## config.mk

```make
export PLATFORM = sky130hd
export DESIGN_NAME = ooo_core
export DESIGN_NICKNAME = d
export VERILOG_FILES = /design/src/design/rob_pkg.sv /design/src/design/dispatch_unit.sv /design/src/design/exec_station.sv /design/src/design/ooo_core.sv /design/src/design/reorder_buffer.sv
export VERILOG_INCLUDE_DIRS = /design/src /design/src/design
export SDC_FILE = /design/constraint.sdc
export NUM_CORES = 2
export LEC_CHECK = 0
export BUFFER_PORTS_ARGS = -buffer_cell sky130_fd_sc_hd__clkbuf_2
export CAP_MARGIN = 20
export CORE_MARGIN = 1.5
export CORE_UTILIZATION = 50
export CTS_CLUSTER_SIZE = 12
export DETAILED_ROUTE_END_ITERATION = 7
export PLACE_DENSITY = 0.7
export SYNTH_ARGS = -nofsm -noshare
export SYNTH_HDL_FRONTEND = slang
export SYNTH_SLANG_ARGS = --single-unit
```

## constraint.sdc

```tcl
create_clock -name clk -period 15.9 [get_ports clk]
set_clock_uncertainty 0.2 [all_clocks]
set_input_delay 1.59 -clock clk [delete_from_list [all_inputs] [get_ports clk]]
set_output_delay 1.59 -clock clk [all_outputs]
set_load 0.1 [all_outputs]
```

## src/design/rob_consts.svh

```systemverilog
`ifndef ROB_CONSTS_SVH
`define ROB_CONSTS_SVH

// reorder buffer entries, a power of two
`define ROB_DEPTH 8

// tag indexes one buffer entry
`define TAG_W 3

// identical execution stations
`define NUM_STATIONS 3

// operands, results and pc values
`define DATA_W 32

`endif

```

## src/design/rob_pkg.sv

```systemverilog
package rob_pkg;

	// opcodes as they arrive from the instruction queue
	typedef enum logic [2:0] {
		op_add = 3'd0,
		op_sub = 3'd1,
		op_mul = 3'd2,
		// branch compares, result is the taken bit
		op_beq = 3'd3,
		op_bne = 3'd4
	} op_t;

	// execution station FSM
	typedef enum logic [1:0] {
		// free, waiting for a load
		st_idle   = 2'd0,
		// add, sub and compares finish on the next edge
		st_single = 2'd1,
		// shift-and-add multiply, one byte of b per cycle
		st_mul    = 2'd2
	} station_state_t;

endpackage

```

## src/design/dispatch_unit.sv

```systemverilog
`timescale 1ns/1ps
`include "rob_consts.svh"

module dispatch_unit (
	input  logic                     clk,
	input  logic                     rst,
	input  logic                     instr_valid_i,
	input  rob_pkg::op_t             instr_op_i,
	input  logic [`NUM_STATIONS-1:0] station_busy_i,
	input  logic                     rob_full_i,
	input  logic                     flush_i,
	output logic                     instr_deq_o,
	output logic [`NUM_STATIONS-1:0] station_load_o,
	output logic [15:0]              dispatch_count_o
);

	logic [`NUM_STATIONS-1:0] pick;
	logic                     found;
	logic                     op_legal;
	logic                     accept;

	// priority search, lowest index wins
	always_comb begin
		pick  = '0;
		found = 1'b0;
		for (int i = 0; i < `NUM_STATIONS; i++) begin
			if (!station_busy_i[i] && !found) begin
				pick[i] = 1'b1;
				found   = 1'b1;
			end
		end
	end

	// undefined opcodes stay in the queue
	always_comb begin
		case (instr_op_i)
			rob_pkg::op_add, rob_pkg::op_sub, rob_pkg::op_mul,
			rob_pkg::op_beq, rob_pkg::op_bne: op_legal = 1'b1;
			default:                          op_legal = 1'b0;
		endcase
	end

	assign accept = instr_valid_i && found && !rob_full_i && !flush_i && op_legal;

	assign instr_deq_o    = accept;
	assign station_load_o = accept ? pick : '0;

	// running count of issued instructions
	always_ff @(posedge clk) begin
		if (rst) begin
			dispatch_count_o <= '0;
		end else if (accept) begin
			dispatch_count_o <= dispatch_count_o + 16'd1;
		end
	end

endmodule

```

## src/design/exec_station.sv

```systemverilog
`timescale 1ns/1ps
`include "rob_consts.svh"

module exec_station (
	input  logic               clk,
	input  logic               rst,
	input  logic               flush_i,
	input  logic               load_i,
	input  rob_pkg::op_t       op_i,
	input  logic [`TAG_W-1:0]  tag_i,
	input  logic [`DATA_W-1:0] a_i,
	input  logic [`DATA_W-1:0] b_i,
	output logic               busy_o,
	output logic               done_o,
	output logic [`TAG_W-1:0]  done_tag_o,
	output logic [`DATA_W-1:0] done_data_o
);

	rob_pkg::station_state_t state;
	logic [1:0]              cnt;
	rob_pkg::op_t            op_q;
	logic [`TAG_W-1:0]       tag_q;
	logic [`DATA_W-1:0]      a_q;
	logic [`DATA_W-1:0]      b_q;
	logic [`DATA_W-1:0]      acc;
	logic [`DATA_W-1:0]      alu_result;
	logic [`DATA_W-1:0]      mul_sum;
	logic                    finish;

	always_comb begin
		case (op_q)
			rob_pkg::op_add: alu_result = a_q + b_q;
			rob_pkg::op_sub: alu_result = a_q - b_q;
			rob_pkg::op_beq: alu_result = {{(`DATA_W-1){1'b0}}, a_q == b_q};
			rob_pkg::op_bne: alu_result = {{(`DATA_W-1){1'b0}}, a_q != b_q};
			default:         alu_result = '0;
		endcase
	end

	// a_q is pre-shifted, so each partial product lands in place
	assign mul_sum = acc + a_q * {{(`DATA_W-8){1'b0}}, b_q[7:0]};
	assign finish  = (state == rob_pkg::st_single) ||
	                 (state == rob_pkg::st_mul && cnt == 2'd3);
	assign busy_o  = (state != rob_pkg::st_idle);

	always_ff @(posedge clk) begin
		if (rst) begin
			state  <= rob_pkg::st_idle;
			cnt    <= 2'd0;
			done_o <= 1'b0;
		end else if (flush_i) begin
			// work in flight is dropped without a done
			state  <= rob_pkg::st_idle;
			done_o <= 1'b0;
		end else begin
			done_o <= finish;
			case (state)
				rob_pkg::st_idle: begin
					cnt <= 2'd0;
					if (load_i && op_i == rob_pkg::op_mul) begin
						state <= rob_pkg::st_mul;
					end else if (load_i) begin
						state <= rob_pkg::st_single;
					end
				end
				rob_pkg::st_single: state <= rob_pkg::st_idle;
				rob_pkg::st_mul: begin
					cnt <= cnt + 2'd1;
					if (cnt == 2'd3) begin
						state <= rob_pkg::st_idle;
					end
				end
				default: state <= rob_pkg::st_idle;
			endcase
		end
	end

	always_ff @(posedge clk) begin
		if (load_i) begin
			op_q  <= op_i;
			tag_q <= tag_i;
			a_q   <= a_i;
			b_q   <= b_i;
			acc   <= '0;
		end else if (state == rob_pkg::st_mul) begin
			acc <= mul_sum;
			a_q <= a_q << 8;
			b_q <= b_q >> 8;
		end
		if (finish) begin
			done_tag_o  <= tag_q;
			done_data_o <= (state == rob_pkg::st_mul) ? mul_sum : alu_result;
		end
	end

endmodule

```

## src/design/ooo_core.sv

```systemverilog
`timescale 1ns/1ps
`include "rob_consts.svh"

module ooo_core (
	input  logic               clk,
	input  logic               rst,
	input  logic               instr_valid_i,
	input  logic [`DATA_W-1:0] instr_pc_i,
	input  rob_pkg::op_t       instr_op_i,
	input  logic [4:0]         instr_rd_i,
	input  logic [`DATA_W-1:0] instr_a_i,
	input  logic [`DATA_W-1:0] instr_b_i,
	input  logic               instr_pred_taken_i,
	input  logic [`DATA_W-1:0] instr_target_i,
	output logic               instr_deq_o,
	output logic               commit_valid_o,
	output logic [`DATA_W-1:0] commit_pc_o,
	output logic [4:0]         commit_rd_o,
	output logic [`DATA_W-1:0] commit_data_o,
	output logic               flush_o,
	output logic [`DATA_W-1:0] flush_pc_o,
	output logic [15:0]        issued_count_o
);

	logic [`NUM_STATIONS-1:0] station_busy;
	logic [`NUM_STATIONS-1:0] station_load;
	logic [`NUM_STATIONS-1:0] station_done;
	logic [`TAG_W-1:0]        done_tag  [`NUM_STATIONS];
	logic [`DATA_W-1:0]       done_data [`NUM_STATIONS];
	logic [`TAG_W-1:0]        alloc_tag;
	logic                     rob_full;
	logic                     is_branch;

	assign is_branch = (instr_op_i == rob_pkg::op_beq) || (instr_op_i == rob_pkg::op_bne);

	dispatch_unit i_dispatch_unit (
		.clk              (clk),
		.rst              (rst),
		.instr_valid_i    (instr_valid_i),
		.instr_op_i       (instr_op_i),
		.station_busy_i   (station_busy),
		.rob_full_i       (rob_full),
		.flush_i          (flush_o),
		.instr_deq_o      (instr_deq_o),
		.station_load_o   (station_load),
		.dispatch_count_o (issued_count_o)
	);

	// operands and tag are shared, only the load bit selects a station
	for (genvar s = 0; s < `NUM_STATIONS; s++) begin : g_station
		exec_station i_exec_station (
			.clk         (clk),
			.rst         (rst),
			.flush_i     (flush_o),
			.load_i      (station_load[s]),
			.op_i        (instr_op_i),
			.tag_i       (alloc_tag),
			.a_i         (instr_a_i),
			.b_i         (instr_b_i),
			.busy_o      (station_busy[s]),
			.done_o      (station_done[s]),
			.done_tag_o  (done_tag[s]),
			.done_data_o (done_data[s])
		);
	end

	reorder_buffer i_reorder_buffer (
		.clk              (clk),
		.rst              (rst),
		.enq_i            (instr_deq_o),
		.enq_pc_i         (instr_pc_i),
		.enq_target_i     (instr_target_i),
		.enq_rd_i         (instr_rd_i),
		.enq_is_branch_i  (is_branch),
		.enq_pred_taken_i (instr_pred_taken_i),
		.done_i           (station_done),
		.done_tag_i       (done_tag),
		.done_data_i      (done_data),
		.alloc_tag_o      (alloc_tag),
		.full_o           (rob_full),
		.commit_valid_o   (commit_valid_o),
		.commit_pc_o      (commit_pc_o),
		.commit_rd_o      (commit_rd_o),
		.commit_data_o    (commit_data_o),
		.flush_o          (flush_o),
		.flush_pc_o       (flush_pc_o)
	);

endmodule

```

## src/design/reorder_buffer.sv

```systemverilog
`timescale 1ns/1ps
`include "rob_consts.svh"

module reorder_buffer (
	input  logic               clk,
	input  logic               rst,
	input  logic               enq_i,
	input  logic [`DATA_W-1:0] enq_pc_i,
	input  logic [`DATA_W-1:0] enq_target_i,
	input  logic [4:0]         enq_rd_i,
	input  logic               enq_is_branch_i,
	input  logic               enq_pred_taken_i,
	input  logic [`NUM_STATIONS-1:0] done_i,
	input  logic [`TAG_W-1:0]  done_tag_i [`NUM_STATIONS],
	input  logic [`DATA_W-1:0] done_data_i [`NUM_STATIONS],
	output logic [`TAG_W-1:0]  alloc_tag_o,
	output logic               full_o,
	output logic               commit_valid_o,
	output logic [`DATA_W-1:0] commit_pc_o,
	output logic [4:0]         commit_rd_o,
	output logic [`DATA_W-1:0] commit_data_o,
	output logic               flush_o,
	output logic [`DATA_W-1:0] flush_pc_o
);

	// per-entry state
	logic [`ROB_DEPTH-1:0] valid_q;
	logic [`ROB_DEPTH-1:0] ready_q;
	logic [`DATA_W-1:0]    data_q   [`ROB_DEPTH];
	logic [`DATA_W-1:0]    pc_q     [`ROB_DEPTH];
	logic [`DATA_W-1:0]    target_q [`ROB_DEPTH];
	logic [4:0]            rd_q     [`ROB_DEPTH];
	logic [`ROB_DEPTH-1:0] br_q;
	logic [`ROB_DEPTH-1:0] pred_q;

	logic [`TAG_W-1:0]     head;
	logic [`TAG_W-1:0]     tail;
	logic [`TAG_W:0]       count;
	logic                  actual_taken;
	logic                  head_is_br;

	function automatic logic [`TAG_W-1:0] ptr_inc(input logic [`TAG_W-1:0] p);
		logic [`TAG_W-1:0] n;
		if (int'(p) == `ROB_DEPTH - 1) begin
			n = '0;
		end else begin
			n = p + 1'b1;
		end
		return n;
	endfunction

	assign alloc_tag_o = tail;
	assign full_o      = (count == (`TAG_W+1)'(`ROB_DEPTH));

	// head commits as soon as its result is in
	assign commit_valid_o = valid_q[head] && ready_q[head];
	assign head_is_br     = br_q[head];
	assign actual_taken   = data_q[head][0];

	assign commit_pc_o   = pc_q[head];
	assign commit_rd_o   = head_is_br ? 5'd0 : rd_q[head];
	assign commit_data_o = data_q[head];

	// branches resolve at commit, mispredict redirects fetch
	assign flush_o    = commit_valid_o && head_is_br && (actual_taken != pred_q[head]);
	assign flush_pc_o = actual_taken ? target_q[head] : pc_q[head] + `DATA_W'(4);

	always_ff @(posedge clk) begin
		if (rst) begin
			valid_q <= '0;
			ready_q <= '0;
			head    <= '0;
			tail    <= '0;
			count   <= '0;
		end else if (flush_o) begin
			// the mispredicted branch and everything younger go away
			valid_q <= '0;
			ready_q <= '0;
			head    <= '0;
			tail    <= '0;
			count   <= '0;
		end else begin
			for (int s = 0; s < `NUM_STATIONS; s++) begin
				if (done_i[s]) begin
					ready_q[done_tag_i[s]] <= 1'b1;
				end
			end
			if (enq_i) begin
				valid_q[tail] <= 1'b1;
				ready_q[tail] <= 1'b0;
				tail          <= ptr_inc(tail);
			end
			if (commit_valid_o) begin
				valid_q[head] <= 1'b0;
				ready_q[head] <= 1'b0;
				head          <= ptr_inc(head);
			end
			case ({enq_i, commit_valid_o})
				2'b10:   count <= count + 1'b1;
				2'b01:   count <= count - 1'b1;
				default: count <= count;
			endcase
		end
	end

	// payload fields
	always_ff @(posedge clk) begin
		if (enq_i) begin
			pc_q[tail]     <= enq_pc_i;
			target_q[tail] <= enq_target_i;
			rd_q[tail]     <= enq_rd_i;
			br_q[tail]     <= enq_is_branch_i;
			pred_q[tail]   <= enq_pred_taken_i;
		end
		for (int s = 0; s < `NUM_STATIONS; s++) begin
			if (done_i[s]) begin
				data_q[done_tag_i[s]] <= done_data_i[s];
			end
		end
	end

endmodule

```

* Word level (Yosys, flattened, before mapping)
Memories as Yosys holds them, arrays and structs flattened. A register that Yosys moved wholly into a read port is not among the register bits.
Cells that the tools add are included.
** Operators by class
- Reduce and logical (&&, ||, !) cells :: 54
- Bitwise logic cells :: 10
- $add $sub $neg :: 18
- Mux-type cells :: 98
- Magnitude comparators :: 10
- Multipliers :: 3
- Equal/unequal tests :: 40
** Operators with widths (count)
- two-way mux 32 bit :: 16
- one-hot mux 32 bit (4 select lines) :: 3
- adder 32 bit :: 6
- two-way mux 8 bit :: 17
- == test 32 bit :: 3
- multiplier 32 x 8 -> 32 bit :: 3
- != test 32 bit :: 3
- subtractor 32 bit :: 3
- two-way mux 3 bit :: 11
- adder 32 x 3 -> 32 bit, second input constant :: 1
- bitwise OR 8 bit :: 4
- AND 8 bit :: 3
- one-hot mux 2 bit (2 select lines) :: 6
- two-way mux 1 bit :: 23
- logical AND 1 bit :: 20
- less-than comparator 3 x 4 -> 1 bit, second input constant :: 5
- nonzero test 2 bit :: 10
- == test 3 x 1 -> 1 bit, second input constant :: 6
- two-way mux 2 bit :: 9
- adder 16 x 1 -> 16 bit, second input constant :: 1
- bitwise mux 8 bit :: 2
- NOT 8 bit :: 2
- demux 1 bit (select 3 bit) :: 5
- == test 3 x 2 -> 1 bit, second input constant :: 5
- 23 further kinds :: 66
** Word-level totals
- Bits in writable memories :: 808
- Logic and storage cells :: 275
- Memories kept :: 4
- Bits of input ports :: 140
- Register bits after elaboration :: 484
** Memories
- i_reorder_buffer.data_q :: words 8, bits a word 32, read ports 1, clocked after memory_dff 1, write ports 3, line reorder_buffer.sv:29 : logic [`DATA_W-1:0] data_q [`ROB_DEPTH];
- i_reorder_buffer.pc_q :: words 8, bits a word 32, read ports 1, clocked after memory_dff 1, write ports 1, line reorder_buffer.sv:30 : logic [`DATA_W-1:0] pc_q [`ROB_DEPTH];
- i_reorder_buffer.target_q :: words 8, bits a word 32, read ports 1, clocked after memory_dff 1, write ports 1, line reorder_buffer.sv:31 : logic [`DATA_W-1:0] target_q [`ROB_DEPTH];
- i_reorder_buffer.rd_q :: words 8, bits a word 5, read ports 1, clocked after memory_dff 1, write ports 1, line reorder_buffer.sv:32 : logic [4:0] rd_q [`ROB_DEPTH];

* Depth between registers and ports, before layout
- Word-level depth :: 22
- Gate-level depth with buffers :: 22

* Hierarchy
Synthesis repeated with hierarchy kept, for this count alone.
** Unflattened totals
- Cell total of the unflattened synthesis :: 8054
- Area, all modules :: 88889.0 sq um
** By module, submodules not included
- reorder_buffer :: sequential area each 25324.3 sq um, cells each 2511, times used 1, area an instance 39331.5 sq um
- exec_station at g_station[1].i_exec_station :: sequential area each 3893.7 sq um, cells each 1829, times used 1, area an instance 16400.7 sq um
- exec_station at g_station[2].i_exec_station :: sequential area each 3893.7 sq um, cells each 1807, times used 1, area an instance 16174.3 sq um
- exec_station at g_station[0].i_exec_station :: sequential area each 3893.7 sq um, cells each 1809, times used 1, area an instance 16119.2 sq um
- dispatch_unit :: sequential area each 320.3 sq um, cells each 95, times used 1, area an instance 840.8 sq um
- ooo_core :: sequential area each 0.0 sq um, cells each 3, times used 1, area an instance 22.5 sq um

* Least setup slack after synthesis
No wires, ideal clock.
- Path kind :: input port to flip-flop
- From :: in instr_op_i[1]
- To :: reg i_reorder_buffer.br_q[2], enable pin
- Required time :: 15.108 ns
- Data arrival time :: 7.429 ns
- Path slack :: 7.678 ns
- Stages :: 6
- Cell sequence :: o21ai_0 > o2111ai_1 > or2_1 > buf_4 > buf_2 > nor3_1
** Between the ends
- Cells in the longest elaborated chain, start to end :: 4
- Elaborated cells on any way between the ends :: 8
- Those cells by class :: eq/ne: 4; mux: 1; reduce/logical: 3
** Ends and longest elaborated chain
- start, declared :: line ooo_core.sv:9 : input rob_pkg::op_t instr_op_i,
- == test 3 x 2 -> 1 bit (tied with other cells) :: line dispatch_unit.sv:36 : case (instr_op_i)
- OR reduction 5 bit * :: line dispatch_unit.sv:36
- two-way mux 1 bit * :: line dispatch_unit.sv:36
- logical AND 1 bit * :: line dispatch_unit.sv:43 : assign accept = instr_valid_i && found && !rob_full_i && !flush_i && op_legal;
- end signal, assigned by index :: line reorder_buffer.sv:112 : br_q[tail] <= enq_is_branch_i;
- end, declared :: line reorder_buffer.sv:33 : logic [`ROB_DEPTH-1:0] br_q;
Every way passes the cells marked *; elsewhere a longest branch is shown, timed or not.
A chain may end at the register's enable or synchronous reset.

==> summary.md <==
| Metric | Value |
|---|---|
| Gpl congestion | around 0.96 |
| Critical path type | reg -> out |
| Worst-Margin Slew | around 1.3 ns |
| Synth Flop Type | edfxtp_1 |
| Met2 Usage GRT | 0.475 |
| Total congestion overflow | 0 |
| TritonCTS buffer count | 144 |
| CTS H-tree depth | 4 |
| Post-synth top area share | 0.391 |
| Pin count of the biggest net entering global routing | 89 |
| Post-CTS Resized | 0 |
| Reg clk slew, reported paths | ~0.060 ns |
| R2R cell count | 11 |
| Net Switching | roughly 3.9 mW |
| Switching Share | 0.356 |
| Worst EP required | about 14 ns |
| Worst R2R Setup Slack | ~8.4 ns |
| Critical path launch point type | register |
| Ys async rst share | 0 |
| Min-Delay Path Class | reg -> reg |
| Hold EP | g_station[1].i_exec_station.done_tag_o[2] |
| CP delay by family, top | buffers and inverters |
| Hold Vio Cnt, Final | 0 |
| Post-CTS setup repair buffer count | 0 |
| TNS Setup | 0 ns |
| Worst hold slack | 0.179 ns |
| DR WL/cell | about 25 µm |
| Clock power share | 0.293 |
| Mapped cell area | roughly 0.087 mm² |
| Critical path's largest stage delay | just under 0.8 ns |
| Die width | between 400 and 500 µm |
| 1st-iter DRT viols | 6659 |
| Layout area overhead | 8.94% |
| Initial antenna violation count | 25 |
| Final Cycle Share | 0.558 |
| EDFF count, synth | between 1000 and 1500 |
| Final setup vio count | 0 |
| Met1 GRT Util | 0.383 |
| CP endpoint kind | output port |
| RSZ-0062 raised after global routing | false |
| Final min period | 8.87 ns |
| Worst-Skew Late Latency | 0.85 ns |
| Top Ports | 260 |
| Hold_sp | g_station[1].i_exec_station.tag_q[2] |
| Share of post-route cells with drive strength above 1 | 0.113 |
| Antenna-violating nets left | 0 |
| DRC Markers | 0 |
| First-pass GRT wire length | roughly 390 mm |
| CP dominant cell by count | buf_4 |
| Number of distinct library cells after synthesis | slightly below 100 |
| Fmax | around 0.11 GHz |
| P_int | around 7 mW |
| Max Slew Vio Count | 0 |
| Reg power frac | 0.353 |
| Max clock buf depth | 3 |
| Layout fillers | 14700 |
| Hold-fix buffers, CTS | 0 |
| Finished Cell Area | around 0.095 mm² |
| Core region area | between 0.15 and 0.2 mm² |
| Reg2reg end | i_reorder_buffer.pc_q[5][13] |
| Sequential area share after synthesis | 0.427 |
| Combinational power share | 0.354 |
| Register bit total from synthesis | around 1300 |
| Synth area leaders | edfxtp_1 (39%), fa_1 (13%), mux4_2 (5.3%) |
| Dpl hpwl | approximately 180 mm |
| Via count | between 60000 and 70000 |
| Avg Cell Area, Syn | ~11 µm² |
| Mapped Cells | between 7000 and 8000 |
| # clock sinks | approximately 1300 |
| Area after DPL | 0.0905 mm² |
| Cell Pwr Density | between 100 and 150 mW/mm² |
| WP buf/inv | 4 |
| VDD IR max | between 150 and 200 µV |
| Most Crowded Layer GR | met2 |
| Initial Util | 0.503 |
| Row count | about 150 |
| Status | completed |
| Drt via density | ~6.0 |
| Crit path DAT | between 7 and 8 ns |
| Max Cap Violations | 0 |
| Rel. slew slack | 0.151 |
| Crit-path max FO | 42 |
| Tot GR Track Use | 0.294 |
| Largest area contributor in the netlist | edfxtp_1 |
| Static leakage | approximately 38 nW |
| Die footprint | approximately 0.18 mm² |
| Final nets | 8988 |
| Crit path cell chain | buf_4, buf_4, buf_4, mux4_2, mux2_2, o2111ai_1, nor3_1, nand2_1, nor2_2, nand4_1, xnor2_1, nor2_1, a31oi_1, clkbuf_2 |
| Yosys warns | 0 |
| Vias in the first global route | roughly 62000 |
| Final Routed Wirelength | around 260 mm |
| Syn nets | just under 9000 |
| Global-route met3 utilization | 0.0552 |
| Commonest non-fill, non-tap cells in the layout | edfxtp_1 (1139), inv_1 (956), nand2_1 (831) |
| Clk Tree Root Cell | clkbuf_16 |
| PortBufs | about 260 |
| Crit-path slowest cell | buf_4 |
| Most common cell after layout, fill and taps aside | edfxtp_1 |
| DRT Pass-1 Iters | 7 |
| Hold Crit Depth | 0 |
| Die Ht | approximately 420 µm |
| Clock tree from TritonCTS | done |
sequential cells by signal (all words and copies together), names as in the netlist, 9 cells and up, named ones only:
signal,flops
g_station.i_exec_station.done_data_o,96
i_dispatch_unit.dispatch_count_o,16
i_reorder_buffer.target_q,256
g_station.i_exec_station.b_q,96
g_station.i_exec_station.done_tag_o,9
g_station.i_exec_station.a_q,96
i_reorder_buffer.rd_q,40
g_station.i_exec_station.op_q,9
i_reorder_buffer.pc_q,256
g_station.i_exec_station.tag_q,9
g_station.i_exec_station.acc,96
i_reorder_buffer.data_q,256
cell type report:
cell class / count / area (µm²) / area share
clock buffers: 198 / 3910 / 0.0411
clock inverters: 54 / 694 / 0.00730
inverters: 961 / 3610 / 0.0380
multi-input cells: 5197 / 44600 / 0.468
repair buffers: 360 / 2090 / 0.0219
well taps: 2325 / 2910 / 0.0306
flip-flops and latches: 1295 / 37300 / 0.392
diodes: 16 / 40.0 / 0.000421
cells in the mapped netlist, types with 36 or more instances:
| cell type | instances |
|---|---|
| buf_2 | 63 |
| mux2i_1 | 310 |
| a211oi_1 | 36 |
| buf_1 | 52 |
| dfxtp_1 | 156 |
| o22ai_1 | 51 |
| a21o_1 | 78 |
| nand2_1 | 831 |
| mux4_2 | 204 |
| a21oi_1 | 395 |
| edfxtp_1 | 1139 |
| a31oi_1 | 48 |
| ha_1 | 327 |
| and2_1 | 433 |
| nand3_1 | 83 |
| xnor2_1 | 163 |
| and3_1 | 41 |
| fa_1 | 562 |
| nor2_1 | 396 |
| o21bai_1 | 37 |
| xor2_1 | 63 |
| inv_1 | 960 |
| clkbuf_1 | 324 |
| mux2_2 | 44 |
| nor3_1 | 68 |
| nand2b_1 | 39 |
| o21ai_0 | 499 |
worst max-delay path by stage:
stage | start | slack (ns) | cells after the start | end
after floorplan | instr_op_i[1] | 7.68 | 6 | i_reorder_buffer.br_q[2]
after global placement | register | 7.82 | 14 | flush_pc_o[31]
after detailed placement | register | 7.74 | 14 | flush_pc_o[31]
after CTS | register | 6.85 | 14 | flush_pc_o[31]
after global routing | register | 6.45 | 14 | flush_pc_o[31]
final | register | 7.03 | 14 | flush_pc_o[31]
stage by stage:
| step | util | power [mW] | setup slack [ns] | cells |
|---|---|---|---|---|
| 3_5_place_dp | 0.521 | 7.86 | 7.74 | 10100 |
| 5_1_grt | 0.548 | 11.7 | 6.45 | 10400 |
| 2_1_floorplan | - | 6.86 | 7.68 | 7922 |
| 3_3_place_gp | 0.521 | 7.76 | 7.82 | 10100 |
| 6_report | 0.548 | 11.1 | 7.03 | 10400 |
| 4_1_cts | 0.548 | 11.1 | 6.85 | 10400 |
power by group through the flow:
stage	Combinational (mW)	Clock, mW	Sequential, mW
finish	3.93	3.24	3.91
CTS	3.91	3.28	3.91
global placement	3.79	0	3.97
global route	4.41	3.41	3.91
floorplan	2.93	0	3.92
detailed placement	3.88	0	3.98
cells by family (layout without fill, tap and decap cells):
logic type / count (synthesis) / in the layout / share of synthesized area
compound gates: 1395 / 1395 / 0.0958
buf+inv: 1430 / 1573 / 0.0642
fa+ha+maj: 889 / 889 / 0.176
xor+xnor: 226 / 226 / 0.0227
simple gates: 2088 / 2088 / 0.114
other cells: 0 / 16 / 0
flops: 1295 / 1295 / 0.427
mux: 599 / 599 / 0.100
metal layers:
layer / vias to the layer above / wire, µm
li1: 27400 / -
met3: 625 / 22300
met4: 24 / 13800
met5: - / 157
met1: 31000 / 103000
met2: 2974 / 123000
Power figures use the tool's default switching activity.
